==> config.mk <==
export PLATFORM = sky130hd
export DESIGN_NAME = scan_timing
export DESIGN_NICKNAME = d
export VERILOG_FILES = /design/src/common/vga_pkg.sv /design/src/scan_out/scan_timing.sv
export SDC_FILE = /design/constraint.sdc
export NUM_CORES = 1
export LEC_CHECK = 0
export BUFFER_PORTS_ARGS = -buffer_cell sky130_fd_sc_hd__buf_2
export CAP_MARGIN = 20
export CORE_MARGIN = 2
export CORE_UTILIZATION = 50
export CTS_CLUSTER_DIAMETER = 40
export CTS_CLUSTER_SIZE = 24
export DETAILED_ROUTE_END_ITERATION = 10
export PLACE_DENSITY = 0.76
export SETUP_SLACK_MARGIN = 0.2
export SLEW_MARGIN = 15
export SYNTH_ARGS = -nofsm -noshare
export SYNTH_HDL_FRONTEND = slang
export SYNTH_SLANG_ARGS = --single-unit
==> constraint.sdc <==
create_clock -name pxl_clk_i -period 3.57 [get_ports pxl_clk_i]
set_input_delay 0.8925 -clock pxl_clk_i [delete_from_list [all_inputs] [get_ports pxl_clk_i]]
set_output_delay 0.8925 -clock pxl_clk_i [all_outputs]
set_load 0.005 [all_outputs]
==> src/common/vga_pkg.sv <==
`default_nettype none

package vga_pkg;

  localparam int FB_ADDR_W = 16;  // frame buffer address width
  localparam int FB_LEN_W  = 12;  // fill run length width
  localparam int COORD_W   = 12;  // scan counter width, x and y

  // rgb332 pixel as stored in the frame buffer
  typedef struct packed {
    logic [2:0] r;
    logic [2:0] g;
    logic [1:0] b;
  } pixel_t;

  // rgb444 pixel for the dac
  typedef struct packed {
    logic [3:0] r;
    logic [3:0] g;
    logic [3:0] b;
  } rgb444_t;

  typedef enum logic [1:0] {
    OP_NOP   = 2'd0,  // no write, credit only
    OP_PIXEL = 2'd1,  // single pixel write
    OP_FILL  = 2'd2   // run of len pixels, same color
  } vga_op_e;

  // host draw command, 38 bits
  typedef struct packed {
    vga_op_e              op;
    logic [FB_ADDR_W-1:0] addr;   // first pixel address
    logic [FB_LEN_W-1:0]  len;    // run length, 0 means 1
    pixel_t               color;
  } draw_cmd_t;

  // frame buffer write port, 25 bits
  typedef struct packed {
    logic                 en;
    logic [FB_ADDR_W-1:0] addr;
    pixel_t               data;
  } fb_wr_t;

  // widen each channel to 4 bits
  function automatic rgb444_t expand_rgb332(input pixel_t p);
    rgb444_t q;
    q.r = {p.r, p.r[2]};  // msb appended
    q.g = {p.g, p.g[2]};
    q.b = {p.b, p.b};     // 2 bits doubled
    return q;
  endfunction

endpackage

`default_nettype wire

==> src/scan_out/scan_timing.sv <==
`timescale 1ns/1ps
`default_nettype none

module scan_timing #(
  parameter int H_ACTIVE = 640,
  parameter int H_FRONT  = 16,
  parameter int H_SYNC   = 96,
  parameter int H_BACK   = 48,
  parameter int V_ACTIVE = 480,
  parameter int V_FRONT  = 10,
  parameter int V_SYNC   = 2,
  parameter int V_BACK   = 33
) (
  input  wire logic                        pxl_clk_i,
  input  wire logic                        pxl_rst_n_i,
  output logic [vga_pkg::COORD_W-1:0]      x_o,      // pixel in line
  output logic [vga_pkg::COORD_W-1:0]      y_o,      // line in frame
  output logic                             hsync_o,  // active low
  output logic                             vsync_o,  // active low
  output logic                             active_o
);
  import vga_pkg::*;

  localparam int H_TOTAL  = H_ACTIVE + H_FRONT + H_SYNC + H_BACK;
  localparam int V_TOTAL  = V_ACTIVE + V_FRONT + V_SYNC + V_BACK;
  localparam int HS_START = H_ACTIVE + H_FRONT;  // first sync pixel
  localparam int HS_END   = HS_START + H_SYNC;   // first pixel after sync
  localparam int VS_START = V_ACTIVE + V_FRONT;
  localparam int VS_END   = VS_START + V_SYNC;

  logic [COORD_W-1:0] h_cnt_r;
  logic [COORD_W-1:0] v_cnt_r;
  logic               line_end;

  assign line_end = (h_cnt_r == COORD_W'(H_TOTAL - 1));

  always_ff @(posedge pxl_clk_i) begin
    if (!pxl_rst_n_i) begin
      h_cnt_r <= '0;
      v_cnt_r <= '0;
    end else if (line_end) begin
      h_cnt_r <= '0;
      // line counter only moves at line end, so vsync edges land on line start
      if (v_cnt_r == COORD_W'(V_TOTAL - 1)) begin
        v_cnt_r <= '0;
      end else begin
        v_cnt_r <= v_cnt_r + 1'b1;
      end
    end else begin
      h_cnt_r <= h_cnt_r + 1'b1;
    end
  end

  assign x_o = h_cnt_r;
  assign y_o = v_cnt_r;

  assign hsync_o  = !((h_cnt_r >= COORD_W'(HS_START)) && (h_cnt_r < COORD_W'(HS_END)));
  assign vsync_o  = !((v_cnt_r >= COORD_W'(VS_START)) && (v_cnt_r < COORD_W'(VS_END)));
  assign active_o = (h_cnt_r < COORD_W'(H_ACTIVE)) && (v_cnt_r < COORD_W'(V_ACTIVE));

endmodule

`default_nettype wire

-- Word-level counts from Yosys, hierarchy flattened
Index checks and enable logic that the tools add are counted.
- divide/modulo/power cells: 0
- eq/ne operators: 2
- add/sub/neg operators: 2
- mux-type cells: 1
- reductions and logical operators: 6
- bitwise logic cells: 1
- $mul: 0
- $lt $le $gt $ge: 6
- shifts and indexed selects: 0
- operators by type and width (kind ; number):
    $add 12x1->12 const B ; 2
    $eq 12x10->1 const B ; 2
    $lt 12x10->1 const B ; 2
    $lt 12x9->1 const B ; 2
    $ge 12x10->1 const B ; 1
    $ge 12x9->1 const B ; 1
    $mux 12 ; 1
    $logic_and 1x1->1 ; 3
    $logic_not 1->1 ; 2
    $reduce_or 2->1 ; 1
    $not 1->1 ; 1
- register bits after elaboration: 24
- memory bits (writable): 0
- memories: 0
- logic and storage cells: 20
- output and inout bits: 27
- bits in latches: 0
- input port bits: 2
- bits in read-only memories: 0

-- Logic depth before layout (Yosys ltp)
Gate-level depths: netlist (run 1).
- depth after elaboration: 3
- gate-level depth with buffers: 6
- depth with buffers taken out: 6

-- Worst setup path after synthesis (run 1)
No wires, ideal clock.
- path kind: reg2out
- start point: register v_cnt_r[11], in the netlist y_o[11]
- end point: output vsync_o
- cell stages (with the launch flop): 3
- path slack: 1.500 ns
- buffers on the path: 0
- data required time: 2.678 ns
- data arrival time: 1.177 ns
- cell sequence: dfxtp_1 > or3_1 > or4_1
- word-level cells in the longest chain between the ends: 3
- elaborated cells between the ends (all ways): 4
- those cells by class: order compare: 2; reduce/logical: 2
- ends and longest elaborated chain (item ; line ; source):
    from (decl) ; scan_timing.sv:32 ; logic [COORD_W-1:0] v_cnt_r;
    from (signal assigned) ; scan_timing.sv:47 ; v_cnt_r <= v_cnt_r + 1'b1;
    $ge 12x9->1 or $lt 12x9->1 (tied branches) ; scan_timing.sv:58 ; assign vsync_o = !((v_cnt_r >= COORD_W'(VS_START)) && (v_cnt_r < COORD_W'(VS_END)));
    $logic_and 1x1->1 (*) ; scan_timing.sv:58 ;
    $logic_not 1->1 (*) ; scan_timing.sv:58 ;
    to (decl) ; scan_timing.sv:19 ; output logic vsync_o,
Mark *: on every way between the ends. The rest lies on a longest branch, timed or not.

-- Worst setup path in the final report (run 1)
- start point: register v_cnt_r[9], in the netlist y_o[9]
- end point: output vsync_o
Same word-level chain as after synthesis.

==> flow_metrics.env, run 1 <==
export IMPL_clk_path_buf_depth=2
export IMPL_synth_seq_cells=24
export IMPL_ys_warnings_count=0
export IMPL_maxSlewHeadroom_pct=68.5
export IMPL_worstReg2RegStart="x_o[4]"
export IMPL_grt_overflow=0
export IMPL_die_y_um=54.1
export IMPL_yosysMostFrequentCell="dfxtp_1"
export IMPL_grt_pass1_vias=1096
export IMPL_min_from="x_o[0]"
export IMPL_numCtsBuffers=3
export IMPL_yosysSeqAreaShare_pct=38.3
export IMPL_clk_pin_slew_worst_paths_ps=140
export IMPL_final_period_utilization_pct=73.5
export IMPL_power_density_nw_per_um2=304
export IMPL_syn_nets=150
export IMPL_place_congestion=0.788
export IMPL_synth_ff_type="dfxtp_1"
export IMPL_h_tree_depth=1
export IMPL_die_x_um=54.1
export IMPL_remaining_drc_errors=0
export IMPL_cts_tree="done"
export IMPL_timing_fmax_mhz=381
export IMPL_antenna_found_initial=0
export IMPL_start_util_pct=51.6
export IMPL_wirelength_um=2940
export IMPL_synth_cells=143
export IMPL_synth_common_cells="24 x dfxtp_1, 15 x nor2_1, 11 x nand3_1, 11 x xor2_1, 8 x nand2_1"
export IMPL_setup_worst_path_end_class="output port"
export IMPL_p_leak_nw=0.619
export IMPL_postCtsHoldBufs=0
export IMPL_crit_required_ps=2680
export IMPL_tns_ps=0
export IMPL_first_pass_iters=4
export IMPL_placedCellCount=197
export IMPL_synth_area_per_cell_um2=8.78
export IMPL_drv_slew=0
export IMPL_rrSetupSlack_ps=1360
export IMPL_setup_slack_ps=946
export IMPL_crit_path_start_kind="flip-flop"
export IMPL_setup_viol=0
export IMPL_worst_path_max_fanout=7
export IMPL_yosysTopAreaCell="dfxtp_1"
export IMPL_synthArstFlopShare_pct=0
export IMPL_synth_cell_types=35
export IMPL_synth_edf_count=0
export IMPL_layout_nets=179
export IMPL_area_growth_pct=15.7
export IMPL_rows=18
export IMPL_port_buffers=28
export IMPL_grt_max_degree=14
export IMPL_io_pins=29
export IMPL_initialDrtViolationCount=14
export IMPL_preCtsSetupSlack_ps=1350
export IMPL_report_final_hold_viol_count=0
export IMPL_status="completed"
export IMPL_final_min_clock_period_ps=2620
export IMPL_utilization_pct=59.7
export IMPL_insertion_delay_ps=330
export IMPL_synthTopCellsByArea="dfxtp_1 38%, xor2_1 7.7%, ha_1 5.0%"
export IMPL_n_antenna_cell=0
export IMPL_tightest_slew_ps=466
export IMPL_clockRootBuffer="clkbuf_4"
export IMPL_post_cts_buffers=0
export IMPL_hold_class="reg2reg"
export IMPL_die_area_um2=2930
export IMPL_wl_per_cell_um=14.6
export IMPL_coreArea_um2=2430
export IMPL_grtUsageTotal_pct=22.6
export IMPL_grt_setup_unrepaired="no"
export IMPL_dp_hpwl_um=2150
export IMPL_finalClockSkew_ps=7.94
export IMPL_synth_top_area_share_pct=38.3
export IMPL_viasPerCell=5.84
export IMPL_peakVddDrop_uv=237
export IMPL_grt_pass1_wl_um=4750
export IMPL_cts_resized_gates=0
export IMPL_vias=1174
export IMPL_maxCapViolations=0
export IMPL_fin_hold_ws_ps=502
export IMPL_worstSetupPathType="reg2out"
export IMPL_cts_sink_count=24
export IMPL_stdcell_count=201
export IMPL_drtAntennaViolNets=0
export IMPL_power_mw=0.441
export IMPL_startpoint="y_o[9]"
export IMPL_post_dp_cell_area_um2=1420
export IMPL_synthesis_area_um2=1250
export IMPL_final_area_um2=1450
export IMPL_critPathArrivalTime_ps=1730
export IMPL_drive_gt1_share_pct=21.1
==> where the power goes <==
part           internal (mW)  leakage (nW)  total [mW]  switching (mW)
Combinational        0.00624         0.404      0.0157         0.00943
Clock                 0.0625        0.0210       0.151          0.0886
Sequential             0.271         0.194       0.274         0.00368
Total                  0.339         0.619       0.441           0.102
==> cells in the final DEF, fill, tap and decap left out, types with 3 or more instances in the layout <==
cell type,n
buf_2,28
dfxtp_1,24
nor2_1,15
nand3_1,11
xor2_1,11
nand2_1,8
o21ai_0,7
or3_1,6
nand4_1,6
ha_1,5
inv_1,4
xnor2_1,4
nor2b_1,3
and4_1,3
nor4_1,3
and3_1,3
and2_1,3
clkbuf_4,3
==> routing by layer <==
layer  up-vias  share of wire [%]  GRT usage, %
met5         -                  0             0
met4         0                2.4          10.4
met3        11                5.2          3.61
met2        42                 47          39.0
met1       548                 46          27.2
li1        573                  -             -
==> worst paths after layout <==
check                 end  cells after the start
setup reg to reg   y_o[4]                      4
hold reg to reg    x_o[0]                      1
setup / recovery  vsync_o                      3
hold / removal     x_o[0]                      1
==> logic make-up after synthesis <==
group	Yosys count	share of synthesized area (%)
XOR/XNOR	15	10.5
flip-flops	24	38.3
multiplexers	2	1.60
adder cells (fa/ha/maj)	5	4.99
AO/OA/AOI/OAI	16	8.38
buffers and inverters	8	2.59
AND/OR/NAND/NOR	73	33.7
==> worst max-delay path: stages, from the launching register on <==
cell	delay [ps]
dfxtp_1	380
or3_1	380
or4_1	490
buf_2	150
==> registers in the layout, summed over array words and instances (netlist names) <==
signal  count
x_o        12
y_o        12
==> area by class of cell <==
cell class,count,area [µm²]
clock buffer,4,36.3
tap,30,37.5
fill,229,981
sequential,24,480
timing repair buffer,28,140
multi-input combinational,111,742
inverter,4,15.0
Power figures use the tool's default switching activity.
==> inputs of run 2 (changes only) <==
Settings changed: CORE_UTILIZATION 50 to 47, PLACE_DENSITY 0.76 to 0.75.
Clock period 3.57 ns to 2.2 ns, I/O delays scaled along.
==> run 2 against run 1 <==
Net effect:
- final cell count grew 2.5%
- sequential power rose by 62%
- cell area increased by 4.2%
- critical path depth is the same
- die area is 5.9% higher
- first-iteration DRC count rose to 2.5 times the previous value
- via count down 0.68%
- routed wire length fell by 0.85%
- largest cell class unchanged
==> flow_metrics.env, run 2 (synthesis results as in run 1) <==
export IMPL_start_util_pct=50.2
export IMPL_peakVddDrop_uv=293
export IMPL_p_comb_share_pct=3.9
export IMPL_grtUsageTotal_pct=18.9
export IMPL_grt_overflow=0
export IMPL_die_y_um=55.7
export IMPL_critPathArrivalTime_ps=1620
export IMPL_tns_ps=0
export IMPL_grt_pass1_vias=1010
export IMPL_wirelength_um=2920
export IMPL_final_common_cell="buf_2"
export IMPL_drv_slew=0
export IMPL_n_antenna_cell=0
export IMPL_first_pass_iters=4
export IMPL_fillers=239
export IMPL_clk_pin_slew_worst_paths_ps=130
export IMPL_maxCapViolations=0
export IMPL_report_final_hold_viol_count=0
export IMPL_final_area_um2=1510
export IMPL_wl_per_cell_um=14.2
export IMPL_swShare_pct=22.9
export IMPL_status="completed"
export IMPL_initialDrtViolationCount=35
export IMPL_drive_gt1_share_pct=29.5
export IMPL_setup_viol=0
export IMPL_multiInputGateArea_um2=759
export IMPL_intPower_mw=0.513
export IMPL_timing_fmax_mhz=460
export IMPL_crit_buf_inv=1
export IMPL_numCtsBuffers=3
export IMPL_crit_path_max_incr_delay_ps=460
export IMPL_remaining_drc_errors=0
export IMPL_clockRootBuffer="clkbuf_4"
export IMPL_drtAntennaViolNets=0
export IMPL_io_pins=29
export IMPL_worstSetupPathType="reg2out"
export IMPL_clk_path_buf_depth=2
export IMPL_cp_slowest_cell="or4_1"
export IMPL_setup_worst_path_end_class="output port"
export IMPL_area_growth_pct=20.5
export IMPL_p_seq_share_pct=66.8
export IMPL_dp_hpwl_um=2080
export IMPL_post_dp_cell_area_um2=1450
export IMPL_hold_class="reg2reg"
export IMPL_grt_max_degree=13
export IMPL_power_density_nw_per_um2=440
export IMPL_p_clk_share_pct=29.3
export IMPL_rows=18
export IMPL_grt_pass1_wl_um=4770
export IMPL_cp_top_family="simple AND/OR/NAND/NOR gates"
export IMPL_h_tree_depth=1
export IMPL_die_area_um2=3100
export IMPL_final_min_clock_period_ps=2170
export IMPL_postCtsHoldBufs=0
export IMPL_insertion_delay_ps=320
export IMPL_maxSlewHeadroom_pct=74.1
export IMPL_p_sw_mw=0.153
export IMPL_crit_chain="or3_1 > or4_1 > buf_2"
export IMPL_layout_nets=185
export IMPL_seqCellArea_um2=493
export IMPL_final_period_utilization_pct=98.8
export IMPL_cts_tree="done"
export IMPL_viasPerCell=5.66
export IMPL_finalClockSkew_ps=8.17
export IMPL_antenna_found_initial=0
export IMPL_cts_sink_count=24
export IMPL_p_leak_nw=0.651
export IMPL_grt_setup_unrepaired="yes"
export IMPL_mostFrequentLayoutCells="28 x buf_2, 16 x dfxtp_1, 15 x nor2_1"
export IMPL_crit_required_ps=1650
export IMPL_die_x_um=55.7
export IMPL_vias=1166
export IMPL_tightest_slew_ps=384
export IMPL_port_buffers=28
export IMPL_coreArea_um2=2500
export IMPL_worst_path_max_fanout=2
export IMPL_crit_path_start_kind="flip-flop"
export IMPL_place_congestion=0.809
-- run 2: changes by cell type in the layout (fill, tap and decap cells not counted) --
| cell | change |
|---|---|
| or3_1 | -2 |
| dfxtp_4 | +1 |
| or3_4 | +2 |
| clkbuf_8 | -1 |
| dfxtp_1 | -8 |
| o21ai_2 | -1 |
| o311ai_0 | -1 |
| buf_4 | +6 |
| dfxtp_2 | +7 |
| o21ai_4 | +1 |
| inv_1 | -1 |
| inv_2 | +1 |
| o311ai_1 | +1 |
-- run 2: power by group through the flow --
stage | registers, mW | clock network [mW] | logic [mW]
floorplan | 0.455 | 0 | 0.0150
global placement | 0.454 | 0 | 0.0244
detailed placement | 0.455 | 0 | 0.0256
CTS | 0.445 | 0.197 | 0.0263
global route | 0.446 | 0.215 | 0.0293
finish | 0.445 | 0.195 | 0.0260
-- run 2: what timing repair did --
item | CTS | global route
resized for setup | 5 | 9
pin swaps | 1 | 1
buffers inserted | 1 | 1
cloned | 0 | 0
setup endpoints to repair | 10 | 6
-- run 2: worst paths after layout --
check / slack (ps) / cells after the start / to / from
worst min register to register: 470 / 1 / x_o[0] / x_o[0]
worst min-delay path: 470 / 1 / x_o[0] / x_o[0]
worst max register to register: 240 / 4 / y_o[11] / x_o[7]
worst max-delay path: 30 / 3 / vsync_o / y_o[9]
-- run 2: final cells by class --
| class | instances | area share (%) |
|---|---|---|
| Multi-Input combinational cell | 111 | 50.2 |
| Sequential cell | 24 | 32.6 |
| Timing Repair Buffer | 34 | 12.2 |
| Tap cell | 30 | 2.48 |
| Clock buffer | 3 | 1.49 |
| Inverter | 4 | 0.993 |
-- run 2: through the flow --
| stage | total power, mW | utilization (%) | hold slack [ps] | setup slack (ps) | std cells |
|---|---|---|---|---|---|
| 3_3_place_gp | 0.479 | 57.8 | 465 | 201 | 201 |
| 2_1_floorplan | 0.470 | - | 463 | 203 | 143 |
| 5_1_grt | 0.690 | 60.5 | 494 | -53.6 | 206 |
| 6_report | 0.666 | 60.5 | 469 | 27.4 | 206 |
| 4_1_cts | 0.668 | 59.7 | 522 | 21.6 | 205 |
| 3_5_place_dp | 0.480 | 57.8 | 493 | 141 | 201 |
-- run 2: per-layer routing --
layer / track usage, % / up-vias / wire length (µm)
met2: 31.0 / 36 / 1360
met5: 0 / - / 0
li1: - / 583 / -
met4: 4.18 / 0 / 13
met3: 5.35 / 2 / 189
met1: 24.5 / 545 / 1350
