**config.mk**
```make
export PLATFORM = sky130hd
export DESIGN_NAME = cmd_queue
export DESIGN_NICKNAME = d
export VERILOG_FILES = /design/src/common/vga_pkg.sv /design/src/cmd_queue/cmd_queue.sv
export SDC_FILE = /design/constraint.sdc
export NUM_CORES = 1
export LEC_CHECK = 0
export BUFFER_PORTS_ARGS = -buffer_cell sky130_fd_sc_hd__buf_2
export CAP_MARGIN = 20
export CORE_MARGIN = 4
export CORE_UTILIZATION = 55
export DETAILED_ROUTE_END_ITERATION = 16
export PLACE_DENSITY = 0.69
export SYNTH_ARGS = -nofsm -noshare
export SYNTH_HDL_FRONTEND = slang
export SYNTH_SLANG_ARGS = --single-unit
```
**constraint.sdc**
```tcl
create_clock -name sys_clk_i -period 4.3 [get_ports sys_clk_i]
set_input_delay 0.86 -clock sys_clk_i [delete_from_list [all_inputs] [get_ports sys_clk_i]]
set_output_delay 0.86 -clock sys_clk_i [all_outputs]
set_load 0.03 [all_outputs]
```
**src/common/vga_pkg.sv**
```systemverilog
`default_nettype none

package vga_pkg;

  localparam int FB_ADDR_W = 16;  // frame buffer address width
  localparam int FB_LEN_W  = 12;  // fill run length width
  localparam int COORD_W   = 12;  // scan counter width, x and y

  // rgb332 pixel as stored in the frame buffer
  typedef struct packed {
    logic [2:0] r;
    logic [2:0] g;
    logic [1:0] b;
  } pixel_t;

  // rgb444 pixel for the dac
  typedef struct packed {
    logic [3:0] r;
    logic [3:0] g;
    logic [3:0] b;
  } rgb444_t;

  typedef enum logic [1:0] {
    OP_NOP   = 2'd0,  // no write, credit only
    OP_PIXEL = 2'd1,  // single pixel write
    OP_FILL  = 2'd2   // run of len pixels, same color
  } vga_op_e;

  // host draw command, 38 bits
  typedef struct packed {
    vga_op_e              op;
    logic [FB_ADDR_W-1:0] addr;   // first pixel address
    logic [FB_LEN_W-1:0]  len;    // run length, 0 means 1
    pixel_t               color;
  } draw_cmd_t;

  // frame buffer write port, 25 bits
  typedef struct packed {
    logic                 en;
    logic [FB_ADDR_W-1:0] addr;
    pixel_t               data;
  } fb_wr_t;

  // widen each channel to 4 bits
  function automatic rgb444_t expand_rgb332(input pixel_t p);
    rgb444_t q;
    q.r = {p.r, p.r[2]};  // msb appended
    q.g = {p.g, p.g[2]};
    q.b = {p.b, p.b};     // 2 bits doubled
    return q;
  endfunction

endpackage

`default_nettype wire

```
**src/cmd_queue/cmd_queue.sv**
```systemverilog
`timescale 1ns/1ps
`default_nettype none

module cmd_queue #(
  parameter int QUEUE_DEPTH = 8  // credits handed to the host
) (
  input  wire logic               sys_clk_i,
  input  wire logic               rst_n_i,
  input  wire logic               cmd_valid_i,  // one per held credit
  input  wire vga_pkg::draw_cmd_t cmd_i,
  output logic                    credit_o,     // one pulse per finished command
  output vga_pkg::fb_wr_t         fb_wr_o
);
  import vga_pkg::*;

  localparam int PTR_W = (QUEUE_DEPTH > 1) ? $clog2(QUEUE_DEPTH) : 1;
  localparam int CNT_W = $clog2(QUEUE_DEPTH + 1);

  typedef enum logic [1:0] {
    IDLE,   // waiting on fifo, pops here
    PIXEL,  // single write
    FILL,   // run write, one pixel per cycle
    DONE    // credit pulse
  } exec_state_e;

  draw_cmd_t            fifo_mem [QUEUE_DEPTH];
  logic [PTR_W-1:0]     wr_ptr_r;
  logic [PTR_W-1:0]     rd_ptr_r;
  logic [CNT_W-1:0]     count_r;     // entries held
  logic                 fifo_pop;
  draw_cmd_t            head_cmd;    // oldest entry
  exec_state_e          state_r;
  logic [FB_ADDR_W-1:0] run_addr_r;  // current write address
  logic [FB_LEN_W-1:0]  run_left_r;  // pixels still to write
  pixel_t               color_r;

  assign head_cmd = fifo_mem[rd_ptr_r];
  assign fifo_pop = (state_r == IDLE) && (count_r != '0);  // one pop per command

  always_ff @(posedge sys_clk_i) begin
    if (cmd_valid_i) begin
      fifo_mem[wr_ptr_r] <= cmd_i;  // credits keep this from overrunning
    end
  end

  always_ff @(posedge sys_clk_i) begin
    if (!rst_n_i) begin
      wr_ptr_r <= '0;
      rd_ptr_r <= '0;
      count_r  <= '0;
    end else begin
      if (cmd_valid_i) begin
        wr_ptr_r <= (wr_ptr_r == PTR_W'(QUEUE_DEPTH - 1)) ? '0 : wr_ptr_r + 1'b1;
      end
      if (fifo_pop) begin
        rd_ptr_r <= (rd_ptr_r == PTR_W'(QUEUE_DEPTH - 1)) ? '0 : rd_ptr_r + 1'b1;
      end
      case ({cmd_valid_i, fifo_pop})
        2'b10:   count_r <= count_r + 1'b1;
        2'b01:   count_r <= count_r - 1'b1;
        default: count_r <= count_r;  // both or neither
      endcase
    end
  end

  // executor FSM
  always_ff @(posedge sys_clk_i) begin
    if (!rst_n_i) begin
      state_r <= IDLE;
    end else begin
      case (state_r)
        IDLE: begin
          if (fifo_pop) begin
            case (head_cmd.op)
              OP_PIXEL: state_r <= PIXEL;
              OP_FILL:  state_r <= FILL;
              default:  state_r <= DONE;  // nop, and the spare code
            endcase
          end
        end
        PIXEL:   state_r <= DONE;
        FILL:    if (run_left_r == FB_LEN_W'(1)) state_r <= DONE;  // last pixel
        default: state_r <= IDLE;                                  // DONE
      endcase
    end
  end

  // command payload, loaded on pop
  always_ff @(posedge sys_clk_i) begin
    if (fifo_pop) begin
      run_addr_r <= head_cmd.addr;
      run_left_r <= (head_cmd.len == '0) ? FB_LEN_W'(1) : head_cmd.len;  // len 0 acts as 1
      color_r    <= head_cmd.color;
    end else if (state_r == FILL) begin
      run_addr_r <= run_addr_r + 1'b1;  // walk the run
      run_left_r <= run_left_r - 1'b1;
    end
  end

  always_comb begin
    fb_wr_o.en   = (state_r == PIXEL) || (state_r == FILL);
    fb_wr_o.addr = run_addr_r;
    fb_wr_o.data = color_r;
  end

  assign credit_o = (state_r == DONE);  // cycle after last write

endmodule

`default_nettype wire

```
== Word level (Yosys, flattened, before mapping) ==
Memory sizes are Yosys's and may differ from the RTL's. A register that Yosys moved wholly into a read port is not among the register bits.
Cells that the tools add are included.
Cells by class
  $add $sub $neg: 6
  eq/ne operators: 12
  muxes and demuxes: 16
  reductions and logical operators: 8
Operators by type and width (number)
  $mux W12: 3
  $mux W16: 2
  $add A16 B1 Y16 const B: 1
  $eq A12 B1 Y1 const B: 1
  $logic_not A12 Y1: 1
  $mux W3: 4
  $sub A12 B1 Y12 const B: 1
  $eq A2 B2 Y1 const B: 4
  $pmux W4 S2: 1
  $add A3 B1 Y3 const B: 2
  $eq A2 B1 Y1 const B: 3
  $eq A3 B3 Y1 const B: 2
  $pmux W2 S3: 1
  $add A4 B1 Y4 const B: 1
  $mux W2: 2
  $ne A2 B2 Y1 const B: 2
  $pmux W2 S2: 1
  $reduce_bool A2 Y1: 2
  $reduce_bool A4 Y1: 1
  $sub A4 B1 Y4 const B: 1
  $logic_not A2 Y1: 1
  $mux W1: 2
  $reduce_and A2 Y1: 1
  $logic_and A1 B1 Y1: 1
  $logic_or A1 B1 Y1: 1
Word-level totals
  register bits: 48
  bits in writable memories: 304
  input bits: 41
  logic and storage cells: 52
  memories kept: 1
Memories
  fifo_mem: depth 8, width 38, rd ports 1, clocked after memory_dff 1, write ports 1, RTL line cmd_queue.sv:26  | draw_cmd_t fifo_mem [QUEUE_DEPTH];

== Depth between registers and ports, before layout ==
Gate-level depths: netlist (run 1).
  word-level depth: 4
  mapped depth: 12
  depth with buffers taken out: 11

== Least setup slack after synthesis (run 1) ==
Ideal clock, no wire load.
  kind: input port to flip-flop
  start point: input cmd_valid_i
  end point: memory fifo_mem[0][0] (netlist bit) (enable)
  arrival: 3574 ps
  required time: 3819 ps
  slack: 246 ps
  stages: 2
  buffers on the path: 0
  path through: nand2b_1 nor3_1
On the way
  word-level cells in the longest chain between the ends: 2
Ends and longest elaborated chain
  from (decl): RTL line cmd_queue.sv:9  | input wire logic cmd_valid_i,
  $mux W1: RTL line cmd_queue.sv:41  | if (cmd_valid_i) begin
  $mux W1 (implied by the code): RTL line cmd_queue.sv:42  | fifo_mem[wr_ptr_r] <= cmd_i;
  to (decl): RTL line cmd_queue.sv:26
No other way between the ends.

==> results of run 1 <==
[metal layers]
layer  vias to the layer above  wire length, µm  track usage
li1                       3173                -            -
met1                      3682            11900        0.280
met2                       178            13900        0.328
met3                        36             1570       0.0401
met4                         6              378       0.0445
met5                         -               28            0
[power by group]
group | leakage [nW] | total (W) | switching (W) | internal (W)
Sequential | 3.23 | 0.00460 | 0.000334 | 0.00427
Combinational | 1.45 | 0.00226 | 0.00134 | 0.000921
Clock | 0.543 | 0.00296 | 0.00124 | 0.00172
[kinds of logic (layout without fill, tap and decap cells)]
| family | count (synthesis) | in the layout | share of synthesized area |
|---|---|---|---|
| mux | 110 | 110 | 0.149 |
| simple gates | 127 | 127 | 0.0449 |
| compound gates | 64 | 64 | 0.0277 |
| flops | 355 | 355 | 0.736 |
| fa+ha+maj | 13 | 13 | 0.0114 |
| buf+inv | 40 | 156 | 0.0150 |
| xor+xnor | 27 | 27 | 0.0166 |
[worst min path at each step]
| stage | startpoint | end | slack (ns) | cells after the start |
|---|---|---|---|---|
| after floorplan | rd_ptr_r[1] | flip-flop | 0.47 | 2 |
| after global placement | rd_ptr_r[1] | flip-flop | 0.47 | 2 |
| after detailed placement | rd_ptr_r[1] | flip-flop | 0.49 | 2 |
| after CTS | rd_ptr_r[1] | flip-flop | 0.50 | 2 |
| after global routing | rd_ptr_r[1] | flip-flop | 0.55 | 2 |
| final | rd_ptr_r[1] | flip-flop | 0.50 | 2 |
[sequential cells by signal, indices dropped and copies added (netlist names), named ones only]
| register | flops |
|---|---|
| count_r | 4 |
| fb_wr_o | 8 |
| fifo_mem | 304 |
| rd_ptr_r | 3 |
| run_addr_r | 16 |
| run_left_r | 12 |
| state_r | 2 |
| wr_ptr_r | 3 |
[layout make-up]
cell class | count | area (µm²) | share of cell area
clock buffers | 43 | 958 | 0.0593
clock inverters | 22 | 171 | 0.0106
inverters | 8 | 30.0 | 0.00186
multi-input cells | 341 | 3610 | 0.223
flip-flops and latches | 355 | 10500 | 0.651
well taps | 330 | 413 | 0.0255
repair buffers | 83 | 458 | 0.0283
[through the flow]
step                      instances  power [W]
after detailed placement       1117    0.00695
after global placement         1117    0.00688
after CTS                      1182    0.00991
after global routing           1182     0.0103
after floorplan                 736    0.00628
final                          1182    0.00982
[cell usage in the layout, fill, tap and decap left out, types with 6 or more instances in the layout]
master / netlist / layout
a211oi_1: 11 / 11
a21oi_1: 17 / 17
buf_2: 20 / 66
buf_4: 2 / 17
clkbuf_16: 0 / 37
clkinv_1: 1 / 9
dfxtp_1: 15 / 12
edfxtp_1: 340 / 340
ha_1: 13 / 13
inv_1: 7 / 7
mux2_2: 15 / 15
mux2i_1: 18 / 18
mux4_1: 12 / 12
mux4_2: 64 / 64
nand2_1: 28 / 28
nand3_1: 6 / 6
nor2_1: 29 / 23
nor2_4: 0 / 6
nor2b_1: 16 / 16
nor3_1: 20 / 18
o21ai_0: 19 / 19
xnor2_1: 12 / 12
xor2_1: 15 / 15
[worst reg2reg max path, cell delays in order, from the launching register on]
cell      delay (ns)
dfxtp_4         0.88
buf_4           0.46
mux4_1          0.59
mux2_2          0.28
nand4b_1        0.17
o21bai_1        0.17
==> reports/qor.yml, run 1 <==
crit_type: "reg2reg"
grt_pass1_vias: 7471
track_usage: 0.199
synth_seq_cells: 355
die_w_um: 169
io_pins: 67
routedWlPerCell_um: 23.5
htreeDepth: 2
hp-class: "reg2reg"
holdWs_ns: 0.497
synthArstFlopShare: 0
endpoint_kind: "flip-flop"
crit_path_max_fanout: 57
final_area_mm2: 0.0162
cts_resized: 0
setup_viol: 0
drt-pass1-iter-count: 5
crit_buf_inv: 1
syn-num-nets: 790
crit_path_top_delay_cell: "dfxtp_4"
die_area_mm2: 0.0286
cellPowerDensity_mw_per_mm2: 608
cp.arrival_ns: 3.07
yosys.area.top_type: "edfxtp_1"
synthCells: 736
max-slew-margin-rel: 0.351
finClkSkew_ns: 0.0126
clk_latency_ns: 0.52
gp_congestion: 0.773
fp.dieH_um: 169
drt_iter0_markers: 536
fillCellCount: 1702
drv_slew: 0
timing.final.ws_setup_ns: 1.59
routed_via_density: 5.99
ys_top_cells_by_area: "edfxtp_1 (71%), mux4_2 (10%), mux4_1 (2.2%), dfxtp_1 (2.1%), mux2i_1 (1.3%)"
wl_um: 27800
period_minus_slack_ns: 2.71
numClockSinks: 355
tightest_slew_ns: 0.973
leakage_nw: 5.22
initial_core_util: 0.564
hold_viol_final: 0
antenna_found_initial: 3
placementRows: 58
ys_seq_area_frac: 0.736
ctsHoldBuffers: 0
max_freq_mhz: 369
yosys-top-cells-count: "edfxtp_1 (340), mux4_2 (64), nor2_1 (29)"
synth-edff-count: 340
avgSynthCellArea_um2: 19.4
n_antenna_cell: 0
cts_setup_buffers: 0
cts_max_path_buffers: 3
ys_types: 52
crit_family: "flip-flops"
max-vdd-ir-drop_uv: 624
ff2ff_setup_slack_ns: 1.59
cts.clk_slew.worst_paths_ns: 0.06
synthMostInstantiatedCell: "edfxtp_1"
io_buffers: 66
dp_slack_ns: 1.56
grt_max_degree: 58
status: "completed"
path_depth: 5
ys.flop_type: "edfxtp_1"
r2r_cells: 5
synth_top_area_share: 0.715
drc: 0
clockRootBuffer: "clkbuf_16"
final_core_util: 0.638
via_count: 7075
areaGrowthSynthToFinish_pct: 13.2
grt_setup_unrepaired: "false"
r2r-end: "run_left_r[0]"
cts_made_buffers: 36
startpoint_type: "flip-flop"
antenna_left: 0
drive_gt1_frac: 0.268
finalCritPeriodShare: 0.630
tns_ns: 0
grt_first_pass_wirelength_um: 43700
grt.overflow.total: 0
dpl_cell_area_mm2: 0.0150
fin_nets: 879
cp_cell_sequence: "buf_4 -> mux4_1 -> mux2_2 -> nand4b_1 -> o21bai_1"
drv_cap: 0
core-area_mm2: 0.0253
yosysWarnings: 0
crit_end: "run_left_r[0]"
slowest_delay_ns: 0.88
synth_area_mm2: 0.0143
hpwl_um: 15700
tritoncts: "built"
required_ns: 4.65
Power figures use the tool's default switching activity.
==> run 2: changes to the inputs <==
ABC_AREA = 1   (was not set)
PLACE_DENSITY = 0.68   (was 0.69)
clock period = 2.8 ns   (was 4.3 ns; I/O delays follow)
==> run 2 against run 1 <==
Total power increased by 68%. Routed wire length increased by 14%. Cell area increased by 3.2%. Cell count increased by 43%. Largest cell class unchanged. Global-route usage increased by 1.9 points. Clock power increased by 61%. Largest power group unchanged. Combinational power increased by 110%. Register-to-register slack got worse by 1.0 ns. Synthesized cell count increased by 72%. Sequential power increased by 51%.
==> reports/qor.yml, run 2 <==
yosys.area.top_type: "edfxtp_1"
synth-xor-area-share: 0.00355
drt_iter0_markers: 957
synthCells: 1267
yosysWarnings: 0
synth_area_mm2: 0.0148
clockRootBuffer: "clkbuf_16"
io_buffers: 66
power_w: 0.0165
grt_max_degree: 156
grt.overflow.total: 0
hp-class: "in2reg"
startpoint_type: "flip-flop"
layout_common_cells: "edfxtp_1 (340), nand2_1 (245), nor2_1 (149), o21ai_0 (124), inv_1 (109)"
required_ns: 3.19
leakage_nw: 6.31
via_count: 9507
cts.clk_slew.worst_paths_ns: 0.06
p_int_w: 0.0108
grt_first_pass_wirelength_um: 50300
synthAdderAreaFrac: 0.0110
hold_viol_final: 0
htreeDepth: 2
holdWs_ns: 0.315
die_w_um: 172
drv_cap: 0
setup_viol: 0
clk_latency_ns: 0.51
ys_seq_area_frac: 0.710
cp_cell_sequence: "inv_1 -> ha_1 -> nand2_1 -> inv_1 -> ha_1 -> xor2_1 -> ha_1 -> a21oi_1 -> xnor2_1 -> o21ai_0 -> inv_1"
layout_commonest_cell: "edfxtp_1"
numClockSinks: 355
n_antenna_cell: 0
tritoncts: "built"
ff2ff_setup_slack_ns: 0.58
stdcell_count: 1691
initial_core_util: 0.564
core-area_mm2: 0.0263
synthArstFlopShare: 0
areaGrowthSynthToFinish_pct: 12.7
finalCritPeriodShare: 0.792
cts_resized: 0
tightest_slew_ns: 0.804
status: "completed"
antenna_left: 0
drv_slew: 0
synth_simple_gate_area_frac: 0.136
io_pins: 67
cts_setup_buffers: 0
die_area_mm2: 0.0296
power.switching_w: 0.00562
timing.final.ws_setup_ns: 0.581
fin_nets: 1384
yosys-top-cells-count: "edfxtp_1 (340), nand2_1 (245), nor2_1 (157)"
top_regs: "fifo_mem (304), run_addr_r (16), run_left_r (12)"
max-slew-margin-rel: 0.464
regMostFlops: "fifo_mem"
synthMuxAreaShare: 0
endpoint_kind: "flip-flop"
drt-pass1-iter-count: 7
seq_power_share: 0.421
pwr-share-clk: 0.290
routedWlPerCell_um: 18.8
placementRows: 59
synth_top_area_share: 0.689
largest_reg_flops: 304
period_minus_slack_ns: 2.22
routed_via_density: 5.62
finClkSkew_ns: 0.0154
ys_top_cells_by_area: "edfxtp_1 (69%), nand2_1 (6.2%), o21ai_0 (4.2%), nor2_1 (4.0%), inv_1 (2.8%)"
synthMostInstantiatedCell: "edfxtp_1"
ys.flop_type: "edfxtp_1"
swShare: 0.342
dp.cells: 1626
max-vdd-ir-drop_uv: 672
max_freq_mhz: 451
crit_path_top_delay_cell: "dfxtp_1"
cellPowerDensity_mw_per_mm2: 986
ys_types: 33
fillCellCount: 2006
avgSynthCellArea_um2: 11.7
synth_top_family_by_area: "simple AND/OR/NAND/NOR gates"
antenna_found_initial: 0
synth_seq_cells: 355
crit_type: "reg2reg"
ctsHoldBuffers: 0
gp_congestion: 0.771
slowest_delay_ns: 0.32
cts_max_path_buffers: 3
synth-edff-count: 340
drc: 0
dp_slack_ns: 0.623
synth_compound_area_frac: 0.0855
syn-num-nets: 1321
fp.dieH_um: 172
crit_path_max_fanout: 9
hpwl_um: 18100
track_usage: 0.218
grt_setup_unrepaired: "false"
grt_pass1_vias: 9089
cts_made_buffers: 37
wl_um: 31800
pwr-share-comb: 0.289
cp.arrival_ns: 2.61
drive_gt1_frac: 0.117
==> run 2: cell types whose count changed in the layout (fill, tap and decap cells not counted), sizes merged, moves of 13 or more <==
cell	previous run	this run
o221ai	0	19
inv	9	113
nand3	6	77
mux2	16	0
nor2b	16	0
nand2	28	245
nor2	29	160
o211ai	0	14
o22ai	1	22
nor3	20	7
mux4	76	0
o21ai	19	136
mux2i	18	0
==> run 2: routing by layer <==
layer	share of wire	routed length (µm)	vias up	GRT usage
met5	0	0	-	0
met4	0.012	374	0	0.0427
met3	0.064	2020	39	0.0270
met2	0.47	15100	313	0.352
met1	0.45	14300	4606	0.326
li1	-	-	4549	-
==> run 2: critical path, delay by kind of cell (launching register included) <==
kind                     cells  cell delay [ns]
AO/OA/AOI/OAI                2             0.22
XOR/XNOR                     2             0.42
adder cells (fa/ha/maj)      3             0.70
buffers and inverters        3             0.36
flip-flops                   1             0.32
AND/OR/NAND/NOR              1             0.08
==> run 2: worst paths after layout <==
kind	startpoint	end	cells after the start
worst max-delay path	state_r[0]	count_r[2]	11
worst min-delay path	cmd_i[25]	fifo_mem[2][25]	1
worst max register to register	state_r[0]	count_r[2]	11
worst min register to register	count_r[3]	count_r[3]	2
==> run 2: area by class of cell <==
cell class / count / area [µm²] / area share
clock buffer: 43 / 991 / 0.0594
clock inverter: 22 / 200 / 0.0120
inverter: 112 / 423 / 0.0253
multi-input combinational: 736 / 3550 / 0.213
sequential: 355 / 10500 / 0.630
tap: 335 / 419 / 0.0251
timing repair buffer: 88 / 583 / 0.0349
==> run 2: cell families after synthesis <==
family / after synthesis
buf+inv: 176
xor+xnor: 6
fa+ha+maj: 13
flops: 355
compound gates: 221
simple gates: 496
==> run 2: power groups by stage <==
stage	Clock, W	Sequential, W	Combinational [W]
6_report	0.00477	0.00693	0.00475
5_1_grt	0.00511	0.00698	0.00535
4_1_cts	0.00485	0.00693	0.00478
3_5_place_dp	0	0.00704	0.00474
3_3_place_gp	0	0.00701	0.00465
2_1_floorplan	0	0.00729	0.00311
==> run 2: metrics by stage <==
step | utilization | cell area [µm²] | setup TNS, ns
after floorplan | - | 14800 | -32.11
after global placement | 0.590 | 15500 | 0
after detailed placement | 0.590 | 15500 | 0
after CTS | 0.635 | 16700 | 0
after global routing | 0.635 | 16700 | 0
final | 0.635 | 16700 | 0
==> run 3: changes to the inputs <==
ABC_AREA = 0   (was 1)
PLACE_DENSITY = 0.71   (was 0.68)
clock period = 1.8 ns   (was 2.8 ns; I/O delays follow)
==> run 3 against run 2 <==
The run now ends with negative setup slack left. Worst hold slack lost 0.21 ns. Core utilization up 6.5 points. Largest cell class unchanged. Clock skew increased by 0.0030 ns. Critical path type unchanged. Maximum frequency shrank 3.3%. Routed wire length fell by 4.2%.
==> reports/qor.yml, run 3 (synthesis results as in run 1) <==
status: "complete, but fails checks"
failed_checks: "negative setup slack"
fp.dieH_um: 169
endpoint_kind: "flip-flop"
startpoint_type: "flip-flop"
htreeDepth: 2
routedWlPerCell_um: 23.8
finalCritPeriodShare: 1.27
core-area_mm2: 0.0253
via_count: 7572
regMostFlops: "fifo_mem"
antenna_found_initial: 4
cts_max_path_buffers: 3
layout_commonest_cell: "edfxtp_1"
crit_path_top_delay_cell: "or4_4"
grt_max_degree: 47
drt-pass1-iter-count: 5
drv_slew: 0
placementRows: 58
grt_setup_unrepaired: "true"
stdcell_count: 1282
crit_path_max_fanout: 3
cp.arrival_ns: 2.72
tritoncts: "built"
cts_made_buffers: 36
io_pins: 67
tns_ns: -13.72
hp-class: "in2reg"
setup_viol: 66
crit_path_frequent_cell: "ha_4"
grt_pass1_vias: 8044
antenna_left: 0
grt.overflow.total: 0
gp_congestion: 0.829
numClockSinks: 355
multiInputGateArea_mm2: 0.00395
final_area_mm2: 0.0177
cts.clk_slew.worst_paths_ns: 0.06
timing.final.ws_setup_ns: -0.495
dpl_cell_area_mm2: 0.0158
top_regs: "fifo_mem (304), run_addr_r (16), run_left_r (12)"
tightest_slew_ns: 0.628
crit_family: "simple AND/OR/NAND/NOR gates"
drv_cap: 0
hpwl_um: 17100
max-slew-margin-rel: 0.581
fillCellCount: 1559
period_minus_slack_ns: 2.29
clk_latency_ns: 0.51
leakage_nw: 5.94
routed_via_density: 5.91
cellPowerDensity_mw_per_mm2: 1480
max-vdd-ir-drop_uv: 1940
finClkSkew_ns: 0.0183
largest_reg_flops: 304
layout_common_cells: "edfxtp_1 (340), mux4_2 (75), buf_4 (73), buf_2 (65), clkbuf_16 (38)"
dp.cells: 1182
die_area_mm2: 0.0286
areaGrowthSynthToFinish_pct: 24.0
holdWs_ns: 0.110
required_ns: 2.23
hold_viol_final: 0
n_antenna_cell: 0
die_w_um: 169
initial_core_util: 0.564
max_freq_mhz: 436
slowest_delay_ns: 0.56
clockRootBuffer: "clkbuf_16"
drive_gt1_frac: 0.404
drt_iter0_markers: 502
wl_um: 30500
fin_nets: 979
grt_first_pass_wirelength_um: 47200
cp_cell_sequence: "or4_4 -> nand2_4 -> clkinv_4 -> ha_4 -> xor2_2 -> ha_4 -> a21oi_4 -> xor2_1 -> or3_1 -> a21boi_1"
track_usage: 0.217
register_area_mm2: 0.0105
io_buffers: 66
crit_type: "reg2reg"
ctsHoldBuffers: 0
crit_buf_inv: 1
drc: 0
==> run 3: stage by stage <==
step                      setup WS, ns   util  total power (W)
after floorplan                 -0.546      -           0.0153
after global placement          -0.345  0.622           0.0173
after detailed placement        -0.467  0.622           0.0175
after CTS                       -0.472  0.692           0.0260
after global routing            -0.547  0.699           0.0274
final                           -0.495  0.699           0.0262
==> run 3: final timing paths <==
kind | cells after the start | endpoint | slack (ns) | startpoint
worst min register to register | 2 | flip-flop | 0.50 | rd_ptr_r[2]
worst min-delay path | 1 | fifo_mem[6][26] | 0.11 | cmd_i[26]
worst max register to register | 10 | count_r[2] | -0.49 | count_r[3]
worst max-delay path | 10 | count_r[2] | -0.49 | count_r[3]
==> run 3: layer usage <==
layer / vias to the layer above / wire length (µm) / track usage
met5: - / 54 / 0
met4: 8 / 548 / 0.0543
met3: 51 / 1890 / 0.0396
met2: 248 / 15700 / 0.370
met1: 3899 / 12300 / 0.295
li1: 3366 / - / -
==> run 3: power by group <==
group	switching (W)	leakage [nW]	total, W	internal [W]
sequential	0.000504	3.23	0.0107	0.0102
clock	0.00294	0.564	0.00728	0.00434
combinational	0.00433	2.14	0.00823	0.00389
==> run 3: cell type report <==
type / count / area share
clock inverters: 17 / 0.00947
well taps: 330 / 0.0233
repair buffers: 183 / 0.0918
clock buffers: 48 / 0.0564
multi-input cells: 341 / 0.223
flip-flops and latches: 355 / 0.594
inverters: 8 / 0.00198
==> run 3: timing repair <==
item	CTS	global route
buffers inserted	25	11
pin swaps	10	12
gates resized for setup	99	37
setup endpoints to repair	76	77
cloned	3	0
